[src/rtl/cu_config.svh]
`ifndef CU_CONFIG_SVH
`define CU_CONFIG_SVH

// register widths
`define CU_INSTR_W 32
`define CU_STATE_W 7

// instruction word fields
`define CU_OP_HI 31
`define CU_OP_LO 30
`define CU_OP3_HI 24
`define CU_OP3_LO 19
`define CU_OP2_HI 24
`define CU_OP2_LO 22
`define CU_COND_HI 28
`define CU_COND_LO 25
`define CU_ANNUL_BIT 29
`define CU_IMM_BIT 13

`endif

[src/rtl/cu_pkg.sv]
`include "cu_config.svh"

package cu_pkg;

	typedef logic [`CU_INSTR_W-1:0] instr_t;

	typedef logic [1:0] mux2_t;
	typedef logic [5:0] alu_op_t;
	typedef logic [1:0] mem_type_t;

	// codes follow the original microprogram numbering
	typedef enum logic [`CU_STATE_W-1:0] {
		st_reset        = 7'd0,
		st_fetch_addr   = 7'd1,
		st_fetch_pc     = 7'd2,
		st_fetch_wait   = 7'd3,
		st_decode       = 7'd4,
		st_alu_reg      = 7'd10,
		st_alu_imm      = 7'd11,
		st_alu_reg_cc   = 7'd12,
		st_alu_imm_cc   = 7'd13,
		st_sethi        = 7'd14,
		st_load_reg     = 7'd20,
		st_load_req     = 7'd21,
		st_load_wait    = 7'd22,
		st_load_wb      = 7'd23,
		st_store_reg    = 7'd25,
		st_store_req    = 7'd26,
		st_store_wait   = 7'd27,
		st_store_done   = 7'd28,
		st_load_imm     = 7'd30,
		st_store_imm    = 7'd35,
		st_call_link    = 7'd40,
		st_call_jump    = 7'd41,
		st_jmpl_link    = 7'd42,
		st_jmpl_reg     = 7'd43,
		st_jmpl_imm     = 7'd44,
		st_branch_taken = 7'd49,
		st_branch_npc   = 7'd50,
		st_branch_fall  = 7'd51,
		st_branch_annul = 7'd52
	} state_t;

	typedef enum logic [3:0] {
		ic_alu,
		ic_alu_cc,
		ic_sethi,
		ic_load,
		ic_store,
		ic_call,
		ic_jmpl,
		ic_branch,
		ic_other
	} instr_class_t;

endpackage

[src/rtl/control_encoder.sv]
`timescale 1ns/1ps

module control_encoder (
	input  cu_pkg::state_t    state,
	output logic              rf_load_en,
	output logic              rf_clear_en,
	output logic              ir_ld,
	output logic              mar_ld,
	output logic              mdr_ld,
	output logic              pc_ld,
	output logic              npc_ld,
	output logic              fr_ld,
	output logic              r_w,
	output logic              mov,
	output cu_pkg::mem_type_t mem_type,
	output cu_pkg::mux2_t     mb,
	output cu_pkg::mux2_t     mnp,
	output cu_pkg::mux2_t     mp,
	output cu_pkg::mux2_t     msc,
	output logic              mm,
	output logic              mr,
	output logic              mop,
	output logic              msa,
	output cu_pkg::alu_op_t   alu_op
);

	always_comb begin
		rf_load_en  = 1'b0;
		rf_clear_en = 1'b0;
		ir_ld       = 1'b0;
		mar_ld      = 1'b0;
		mdr_ld      = 1'b0;
		pc_ld       = 1'b0;
		npc_ld      = 1'b0;
		fr_ld       = 1'b0;
		r_w         = 1'b0;
		mov         = 1'b0;
		mem_type    = 2'b00;
		mb          = 2'b00;
		mnp         = 2'b00;
		mp          = 2'b00;
		msc         = 2'b00;
		mm          = 1'b0;
		mr          = 1'b0;
		mop         = 1'b0;
		msa         = 1'b0;
		alu_op      = 6'b000000;
		case (state)
			cu_pkg::st_reset: begin
				rf_clear_en = 1'b1;
				pc_ld       = 1'b1;
				npc_ld      = 1'b1;
				mr          = 1'b1;
				mnp         = 2'b11;
			end
			// pc through the alu into mar, also the first step of a taken branch
			cu_pkg::st_fetch_addr, cu_pkg::st_branch_taken: begin
				mar_ld = 1'b1;
				mb     = 2'b10;
				mop    = 1'b1;
				mp     = 2'b11;
				alu_op = 6'b100001;
			end
			cu_pkg::st_fetch_pc: begin
				pc_ld    = 1'b1;
				r_w      = 1'b1;
				mov      = 1'b1;
				mem_type = 2'b10;
				mnp      = 2'b11;
				mp       = 2'b11;
			end
			cu_pkg::st_fetch_wait: begin
				ir_ld    = 1'b1;
				npc_ld   = 1'b1;
				r_w      = 1'b1;
				mov      = 1'b1;
				mem_type = 2'b10;
				mnp      = 2'b11;
			end
			cu_pkg::st_alu_reg: rf_load_en = 1'b1;
			cu_pkg::st_alu_imm: begin
				rf_load_en = 1'b1;
				mb         = 2'b01;
			end
			cu_pkg::st_alu_reg_cc: begin
				rf_load_en = 1'b1;
				fr_ld      = 1'b1;
			end
			cu_pkg::st_alu_imm_cc: begin
				rf_load_en = 1'b1;
				fr_ld      = 1'b1;
				mb         = 2'b01;
			end
			cu_pkg::st_sethi: begin
				rf_load_en = 1'b1;
				mb         = 2'b10;
				mop        = 1'b1;
			end
			cu_pkg::st_load_reg, cu_pkg::st_load_imm: begin
				mar_ld = 1'b1;
				r_w    = 1'b1;
				mop    = 1'b1;
				mb     = (state == cu_pkg::st_load_imm) ? 2'b01 : 2'b00;
			end
			cu_pkg::st_load_req: begin
				r_w = 1'b1;
				mov = 1'b1;
			end
			cu_pkg::st_load_wait: begin
				mdr_ld = 1'b1;
				r_w    = 1'b1;
				mov    = 1'b1;
			end
			cu_pkg::st_load_wb: begin
				rf_load_en = 1'b1;
				mb         = 2'b11;
				mop        = 1'b1;
				alu_op     = 6'b100001;
			end
			cu_pkg::st_store_reg, cu_pkg::st_store_imm: begin
				mar_ld = 1'b1;
				r_w    = 1'b1;
				mm     = 1'b1;
				mop    = 1'b1;
				mb     = (state == cu_pkg::st_store_imm) ? 2'b01 : 2'b00;
			end
			// store data from the register file into mdr
			cu_pkg::st_store_req: begin
				mdr_ld = 1'b1;
				mm     = 1'b1;
				mop    = 1'b1;
				msa    = 1'b1;
				alu_op = 6'b100000;
			end
			cu_pkg::st_store_wait: mov = 1'b1;
			cu_pkg::st_call_link, cu_pkg::st_jmpl_link: begin
				rf_load_en = 1'b1;
				mb         = 2'b10;
				mop        = 1'b1;
				alu_op     = 6'b100001;
				msc        = (state == cu_pkg::st_call_link) ? 2'b01 : 2'b00;
			end
			cu_pkg::st_call_jump, cu_pkg::st_jmpl_reg, cu_pkg::st_jmpl_imm: begin
				pc_ld  = 1'b1;
				npc_ld = 1'b1;
				mp     = 2'b11;
				mnp    = (state == cu_pkg::st_call_jump) ? 2'b10 : 2'b00;
				mb     = (state == cu_pkg::st_jmpl_imm) ? 2'b01 : 2'b00;
			end
			cu_pkg::st_branch_npc: begin
				npc_ld = 1'b1;
				mnp    = 2'b10;
				mp     = 2'b11;
			end
			cu_pkg::st_branch_fall: begin
				pc_ld  = 1'b1;
				npc_ld = 1'b1;
				mnp    = 2'b11;
				mp     = 2'b11;
			end
			// annulled slot is skipped
			cu_pkg::st_branch_annul: begin
				pc_ld  = 1'b1;
				npc_ld = 1'b1;
				mnp    = 2'b01;
				mp     = 2'b10;
			end
			default: ;
		endcase
	end

endmodule

[src/rtl/control_unit.sv]
`timescale 1ns/1ps
`include "cu_config.svh"

module control_unit (
	input  logic              Clk,
	input  logic              Clr,
	input  cu_pkg::instr_t    instr,
	input  logic              bcond,
	input  logic              mem_done,
	output cu_pkg::state_t    state,
	output logic              rf_load_en,
	output logic              rf_clear_en,
	output logic              ir_ld,
	output logic              mar_ld,
	output logic              mdr_ld,
	output logic              pc_ld,
	output logic              npc_ld,
	output logic              fr_ld,
	output logic              r_w,
	output logic              mov,
	output cu_pkg::mem_type_t mem_type,
	output cu_pkg::mux2_t     mb,
	output cu_pkg::mux2_t     mnp,
	output cu_pkg::mux2_t     mp,
	output cu_pkg::mux2_t     msc,
	output logic              mm,
	output logic              mr,
	output logic              mop,
	output logic              msa,
	output cu_pkg::alu_op_t   alu_op
);

	cu_pkg::instr_class_t iclass;
	logic                 imm;

	instr_classifier classifier_i (
		.instr  (instr),
		.iclass (iclass),
		.imm    (imm)
	);

	microsequencer sequencer_i (
		.Clk      (Clk),
		.Clr      (Clr),
		.iclass   (iclass),
		.imm      (imm),
		.bcond    (bcond),
		.annul    (instr[`CU_ANNUL_BIT]),
		.mem_done (mem_done),
		.state    (state)
	);

	control_encoder encoder_i (
		.state       (state),
		.rf_load_en  (rf_load_en),
		.rf_clear_en (rf_clear_en),
		.ir_ld       (ir_ld),
		.mar_ld      (mar_ld),
		.mdr_ld      (mdr_ld),
		.pc_ld       (pc_ld),
		.npc_ld      (npc_ld),
		.fr_ld       (fr_ld),
		.r_w         (r_w),
		.mov         (mov),
		.mem_type    (mem_type),
		.mb          (mb),
		.mnp         (mnp),
		.mp          (mp),
		.msc         (msc),
		.mm          (mm),
		.mr          (mr),
		.mop         (mop),
		.msa         (msa),
		.alu_op      (alu_op)
	);

endmodule

[src/rtl/instr_classifier.sv]
`timescale 1ns/1ps
`include "cu_config.svh"

module instr_classifier (
	input  cu_pkg::instr_t       instr,
	output cu_pkg::instr_class_t iclass,
	output logic                 imm
);

	logic [1:0] op;
	logic [5:0] op3;
	logic [2:0] op2;
	logic       alu_op3;

	assign op  = instr[`CU_OP_HI:`CU_OP_LO];
	assign op3 = instr[`CU_OP3_HI:`CU_OP3_LO];
	assign op2 = instr[`CU_OP2_HI:`CU_OP2_LO];
	assign imm = instr[`CU_IMM_BIT];

	always_comb begin
		case (op3)
			// add, addx, sub, subx
			6'b000000, 6'b001000, 6'b000100, 6'b001100,
			6'b010000, 6'b011000, 6'b010100, 6'b011100,
			// and, andn, or, orn, xor, xnor
			6'b000001, 6'b000101, 6'b000010, 6'b000110, 6'b000011, 6'b000111,
			6'b010001, 6'b010101, 6'b010010, 6'b010110, 6'b010011, 6'b010111,
			// sll, srl, sra
			6'b100101, 6'b100110, 6'b100111:
				alu_op3 = 1'b1;
			default:
				alu_op3 = 1'b0;
		endcase
	end

	always_comb begin
		iclass = cu_pkg::ic_other;
		case (op)
			2'b00: begin
				if (op2 == 3'b100)
					iclass = cu_pkg::ic_sethi;
				else if (op2 == 3'b010)
					iclass = cu_pkg::ic_branch;
			end
			2'b01: iclass = cu_pkg::ic_call;
			2'b10: begin
				if (op3 == 6'b111000)
					iclass = cu_pkg::ic_jmpl;
				else if (alu_op3)
					iclass = op3[4] ? cu_pkg::ic_alu_cc : cu_pkg::ic_alu;
			end
			default: begin
				case (op3)
					// ld, ldub, lduh, ldd, ldsb, ldsh, ldstub
					6'b000000, 6'b000001, 6'b000010, 6'b000011,
					6'b001001, 6'b001010, 6'b001101:
						iclass = cu_pkg::ic_load;
					// st, stb, sth, std, swap
					6'b000100, 6'b000101, 6'b000110, 6'b000111, 6'b001111:
						iclass = cu_pkg::ic_store;
					default:
						iclass = cu_pkg::ic_other;
				endcase
			end
		endcase
	end

endmodule

[src/rtl/microsequencer.sv]
`timescale 1ns/1ps

module microsequencer (
	input  logic                 Clk,
	input  logic                 Clr,
	input  cu_pkg::instr_class_t iclass,
	input  logic                 imm,
	input  logic                 bcond,
	input  logic                 annul,
	input  logic                 mem_done,
	output cu_pkg::state_t       state
);

	cu_pkg::state_t next_state;

	always_ff @(posedge Clk or negedge Clr) begin
		if (!Clr)
			state <= cu_pkg::st_reset;
		else
			state <= next_state;
	end

	always_comb begin
		// anything without its own rule goes back to fetch
		next_state = cu_pkg::st_fetch_addr;
		case (state)
			cu_pkg::st_fetch_addr: next_state = cu_pkg::st_fetch_pc;
			cu_pkg::st_fetch_pc:   next_state = cu_pkg::st_fetch_wait;
			cu_pkg::st_fetch_wait:
				next_state = mem_done ? cu_pkg::st_decode : cu_pkg::st_fetch_wait;
			cu_pkg::st_decode: begin
				case (iclass)
					cu_pkg::ic_alu:
						next_state = imm ? cu_pkg::st_alu_imm : cu_pkg::st_alu_reg;
					cu_pkg::ic_alu_cc:
						next_state = imm ? cu_pkg::st_alu_imm_cc : cu_pkg::st_alu_reg_cc;
					cu_pkg::ic_sethi: next_state = cu_pkg::st_sethi;
					cu_pkg::ic_load:
						next_state = imm ? cu_pkg::st_load_imm : cu_pkg::st_load_reg;
					cu_pkg::ic_store:
						next_state = imm ? cu_pkg::st_store_imm : cu_pkg::st_store_reg;
					cu_pkg::ic_call: next_state = cu_pkg::st_call_link;
					cu_pkg::ic_jmpl: next_state = cu_pkg::st_jmpl_link;
					cu_pkg::ic_branch: begin
						// always-taken branches arrive with bcond high
						if (bcond)
							next_state = cu_pkg::st_branch_taken;
						else if (annul)
							next_state = cu_pkg::st_branch_annul;
						else
							next_state = cu_pkg::st_branch_fall;
					end
					default: next_state = cu_pkg::st_fetch_addr;
				endcase
			end
			cu_pkg::st_load_reg, cu_pkg::st_load_imm: next_state = cu_pkg::st_load_req;
			cu_pkg::st_load_req: next_state = cu_pkg::st_load_wait;
			cu_pkg::st_load_wait:
				next_state = mem_done ? cu_pkg::st_load_wb : cu_pkg::st_load_wait;
			cu_pkg::st_store_reg, cu_pkg::st_store_imm: next_state = cu_pkg::st_store_req;
			cu_pkg::st_store_req: next_state = cu_pkg::st_store_wait;
			cu_pkg::st_store_wait:
				next_state = mem_done ? cu_pkg::st_store_done : cu_pkg::st_store_wait;
			cu_pkg::st_call_link: next_state = cu_pkg::st_call_jump;
			cu_pkg::st_jmpl_link:
				next_state = imm ? cu_pkg::st_jmpl_imm : cu_pkg::st_jmpl_reg;
			cu_pkg::st_branch_taken: next_state = cu_pkg::st_branch_npc;
			// target already sits in pc, so skip the address load
			cu_pkg::st_branch_npc: next_state = cu_pkg::st_fetch_pc;
			default: next_state = cu_pkg::st_fetch_addr;
		endcase
	end

endmodule

[config.mk]
export PLATFORM = sky130hd
export DESIGN_NAME = control_unit
export DESIGN_NICKNAME = d
export VERILOG_FILES = /design/src/rtl/cu_pkg.sv /design/src/rtl/control_encoder.sv /design/src/rtl/control_unit.sv /design/src/rtl/instr_classifier.sv /design/src/rtl/microsequencer.sv
export VERILOG_INCLUDE_DIRS = /design/src /design/src/rtl
export SDC_FILE = /design/constraint.sdc
export NUM_CORES = 1
export LEC_CHECK = 0
export BUFFER_PORTS_ARGS = -buffer_cell sky130_fd_sc_hd__buf_2
export CAP_MARGIN = 20
export CORE_MARGIN = 1
export CORE_UTILIZATION = 53
export DETAILED_ROUTE_END_ITERATION = 6
export GPL_ROUTABILITY_DRIVEN = 0
export PLACE_DENSITY = 0.84
export SYNTH_ARGS = -nofsm -noshare
export SYNTH_HDL_FRONTEND = slang
export SYNTH_SLANG_ARGS = --single-unit
[constraint.sdc]
create_clock -name Clk -period 4.3 [get_ports Clk]
set_input_delay 0.215 -clock Clk [delete_from_list [all_inputs] [get_ports Clk]]
set_output_delay 0.215 -clock Clk [all_outputs]
set_load 0.05 [all_outputs]
== Word-level counts from Yosys, hierarchy flattened ==
Memory sizes are Yosys's and may differ from the RTL's.
Cells that the tools add are included.
Cells by class
  multiplexer cells: 43
  reductions and logical operators: 25
  equal/unequal tests: 39
Operators with widths (number)
  7-bit case mux with 13 select lines: 1
  7-bit by 6-bit == test with 1-bit output, second input constant: 10
  7-bit by 5-bit == test with 1-bit output, second input constant: 8
  7-bit case mux with 8 select lines: 1
  7-bit by 4-bit == test with 1-bit output, second input constant: 5
  8-bit OR reduction: 4
  4-bit two-way mux: 6
  1-bit two-way mux: 21
  4-bit by 3-bit == test with 1-bit output, second input constant: 4
  2-bit OR reduction: 8
  5-bit OR reduction: 3
  7-bit by 2-bit == test with 1-bit output, second input constant: 2
  3-bit two-way mux: 4
  2-bit case mux with 6 select lines: 1
  4-bit case mux with 3 select lines: 1
  6-bit case mux with 2 select lines: 1
  11-bit OR reduction: 1
  4-bit by 2-bit == test with 1-bit output, second input constant: 2
  2-bit case mux with 4 select lines: 1
  7-bit by 1-bit == test with 1-bit output, second input constant: 1
  7-bit by 3-bit == test with 1-bit output, second input constant: 1
  7-bit zero test: 1
  7-bit two-way mux: 1
  7-bit OR reduction: 1
  14 further kinds: 18
Storage, ports and cells
  input port bits: 36
  memories: 2
  output and inout port bits: 37
  logic and storage cells: 110
  bits in registers: 7
  ROM bits: 128
Memory list
  (name not given): words 16, bits a word 4, rd ports 1, clocked after memory_dff 0, wr ports 0, RTL line instr_classifier.sv:53  | case (op3)
  (name not given): words 64, bits a word 1, rd ports 1, clocked after memory_dff 0, wr ports 0, RTL line instr_classifier.sv:21  | case (op3)

== Logic depth before layout (Yosys ltp) ==
  depth in word-level cells: 7
  mapped depth: 8

== Hierarchy ==
A second synthesis with hierarchy kept.
Second synthesis, totals
  cell total of the unflattened synthesis: 272
  area, all modules: 1823.0 µm²
Modules (own cells, without submodules)
  microsequencer: cells an instance 103, sequential area each 150.1 µm², times used 1, area each 795.8 µm²
  control_encoder: cells an instance 130, sequential area each 0.0 µm², times used 1, area each 783.3 µm²
  instr_classifier: cells an instance 39, sequential area each 0.0 µm², times used 1, area each 244.0 µm²

== Worst setup path before layout ==
Ideal clock, no wire load.
  path type: reg2out
  start: reg sequencer_i.state[0]
  end: out mb[0]
  buffers on the path: 3
  slack: 1.209 ns
  stages on the path, launching flop included: 8
  arrival time: 2.876 ns
  path through: dfrtp_1 -> clkbuf_1 -> clkbuf_1 -> buf_1 -> nand3_1 -> nor2_1 -> a21oi_1 -> o21ai_0
Between the ends
  longest elaborated chain between the ends: 3
  elaborated cells between the ends (all ways): 24
RTL lines
  start: declaration: RTL line microsequencer.sv:11  | output cu_pkg::state_t state
  start signal: assignment: RTL line microsequencer.sv:18  | state <= cu_pkg::st_reset;
  start signal: assignment: RTL line microsequencer.sv:20  | state <= next_state;
  7-bit by 4-bit == test with 1-bit output, or another cell as far along: RTL line control_encoder.sv:48  | case (state)
  5-bit OR reduction (no line), or another cell as far along
  2-bit case mux with 6 select lines *: RTL line control_encoder.sv:48
  end: declaration: RTL line control_unit.sv:22  | output cu_pkg::mux2_t mb,
Mark *: on every way between the ends. The rest lies on a longest branch, timed or not.

== Worst setup path in the final report ==
  start: reg sequencer_i.state[5]
  end: out mop
Between the ends
  longest elaborated chain between the ends: 3
  elaborated cells between the ends (all ways): 13
RTL lines
  7-bit by 4-bit == test with 1-bit output, or another cell as far along: RTL line control_encoder.sv:48
  11-bit OR reduction (no line) *
  1-bit two-way mux *: RTL line control_encoder.sv:48
  end: declaration: RTL line control_unit.sv:28  | output logic mop,
Marked as above.

==> impl_metrics.yaml <==
global_routing:
  track_usage: 0.279
  grt.overflow.total: 0
  grt_max_degree: 34
  grt_pass1_vias: 1723
  antenna_found_initial: 0
  grt_pass1_wl_um: 7730
layout:
  largest_register_ffs: 6
  area_growth_syn_to_layout_pct: 9.74
  n_antenna_cell: 0
  regMostFlops: "sequencer_i.state"
  drive_above_1_share: 0.200
  nFillCells: 307
  fin_nets: 331
  reg_top3: "sequencer_i.state: 6 flops"
clock_network:
  cts_root_buf: "clkbuf_4"
  clock_path_buffers: 2
  cts_buffers: 3
  tritoncts: "built"
  path_clk_slew_ns: 0.04
  clkSinkCount: 6
  htree_levels: 1
  clk_latency_ns: 0.24
sta:
  rsz0062_at_grt: "no"
  setup_viol: 0
  hold_violations: 0
  slew_viol_final: 0
  skew_ns: 0.000901
  fin_tns_setup_ns: 0
  fmax_ghz: 0.347
  period_share: 0.670
  maxSlewHeadroom: 0.318
  finalCriticalPeriod_ns: 2.88
  tightest_slew_ns: 1.02
yosys:
  ys_async_sr_fraction: 1.00
  synth_cell_types: 62
  ys.flop_type: "dfrtp_1"
  synth_top_area_frac: 0.0860
  syn-instance-count: 266
  synth_edf_count: 0
  synth_commonest_cells: "nor2_1, nand2_1, a21oi_1"
  syn_area_um2: 1750
  avgSynthCellArea_um2: 6.57
  ys_seq_area_frac: 0.0860
  synth.ff_latch_count: 6
  synth_largest_area_cell: "dfrtp_1"
  ys_warn_count: 0
  synth_area_leaders: "dfrtp_1, nor2_1, nand2b_1, nand2_1, a21oi_1"
  yosysMostFrequentCell: "nor2_1"
drt:
  drc: 0
  vias: 2137
  drt_iter0_markers: 227
  routed_wl_um: 4860
  drt_pass1_iterations: 6
  ant_nets: 0
  via_per_inst: 6.40
  wl_per_cell_um: 14.6
setup_path:
  cpMostUsedCell: "o22ai_1"
  crit_path_top_delay_cell: "dfrtp_1"
  critPathCaptureType: "primary output"
  crit_path_max_incr_delay_ns: 0.92
  crit_type: "reg -> out"
  cp.arrival_ns: 2.67
  reg2reg_depth: 5
  cp.required_ns: 4.09
  crit_path_start_kind: "flip-flop"
  worstPathMaxFanout: 32
  worstPathCellList: "inv_1 -> o21a_1 -> o22ai_1 -> a22oi_1 -> o22ai_1 -> buf_2"
power_and_ir_drop:
  power.total_mw: 1.33
  p_leak_nw: 0.847
  ir_drop_uv: 422
  powerDensity_nw_per_um2: 692
min_path:
  hold_class: "in -> async"
outcome:
  status: "finished clean"
floorplanning:
  die-area_um2: 3530
  rows: 20
  die_w_um: 59.4
  coreArea_um2: 3080
  boundaryPins: 73
  die_h_um: 59.4
  start_util: 0.567
placement:
  hpwl_um: 3490
  io_buffers: 43
run:
  cap_violations: 0
[placed cells by master (no fill, tap or decap), types with 4 or more instances in the layout]
master / netlist / final
a22oi_1: 4 / 4
xor2_1: 4 / 4
dfrtp_1: 6 / 6
inv_1: 10 / 10
a21oi_1: 13 / 13
nand3b_1: 4 / 4
buf_2: 10 / 43
nand3_1: 10 / 10
o32ai_1: 5 / 5
nor2_1: 27 / 27
o21ai_0: 10 / 10
nand2b_1: 12 / 12
o21a_1: 4 / 4
nor3_1: 7 / 7
conb_1: 1 / 7
o22ai_1: 10 / 10
nand2_1: 19 / 19
or3_1: 4 / 4
a31oi_1: 8 / 8
nor2b_1: 10 / 10
[cells by family (layout without fill, tap and decap cells)]
family	count (synthesis)	count (layout)	share of synthesized area
AO/OA/AOI/OAI	89	89	0.362
adder cells (fa/ha/maj)	3	3	0.0215
buffers and inverters	40	58	0.115
XOR/XNOR	7	7	0.0351
AND/OR/NAND/NOR	117	117	0.362
multiplexers	3	3	0.0172
flip-flops	6	6	0.0860
other	1	7	0.00215
[report_power, final]
part | internal (mW) | switching [mW]
clock network | 0.0315 | 0.0190
registers | 0.0691 | 0.0847
logic | 0.312 | 0.810
[stage by stage]
step	utilization	setup WS [ns]	instances	hold slack (ns)	cell area (um^2)
final	0.623	1.42	334	0.317	1920
after floorplan	-	1.21	272	-0.0806	1770
after detailed placement	0.612	1.75	330	0.0378	1880
after CTS	0.623	1.49	334	0.317	1920
after global placement	0.612	1.76	330	0.0372	1880
after global routing	0.623	1.22	334	0.329	1920
[per-layer routing]
metal  GRT usage  wire [um]  vias up
met3      0.0175        372       14
met5           0          0        -
met4       0.109         95        0
met1       0.392       2160      979
met2       0.445       2230      115
li1            -          -     1029
[final timing paths]
kind | startpoint | end | slack, ns
max | sequencer_i.state[5]$_DFF_PN0_ | mop | 1.42
min | Clr | sequencer_i.state[3]$_DFF_PN0_ | 0.32
max reg2reg | sequencer_i.state[3]$_DFF_PN0_ | sequencer_i.state[0]$_DFF_PN0_ | 1.91
min reg2reg | sequencer_i.state[2]$_DFF_PN0_ | sequencer_i.state[5]$_DFF_PN0_ | 0.83
max in group asynchronous | Clr | sequencer_i.state[0]$_DFF_PN0_ | 3.85
min in group Clk | instr[13] | sequencer_i.state[5]$_DFF_PN0_ | 0.35
[critical path: cells and delay by family (launching register included)]
kind,cells,cell delay (ns)
DFF,1,0.92
buffers and inverters,2,0.68
AOI/OAI and AO/OA,4,0.83
[cell type report]
class                      instances  area, um^2  area share
clock buffer                       3        22.5      0.0117
inverter                          10        37.5      0.0196
multi-input combinational        226        1420       0.740
sequential                         6         150      0.0783
tap                               44        55.1      0.0287
timing repair buffer              45         233       0.121
[timing repair]
action | CTS | global route
gates resized for setup | 0 | 0
hold buffers | 1 | 0
hold endpoints to repair | 6 | 0
setup buffers | 0 | 0
Power figures use the tool's default switching activity.
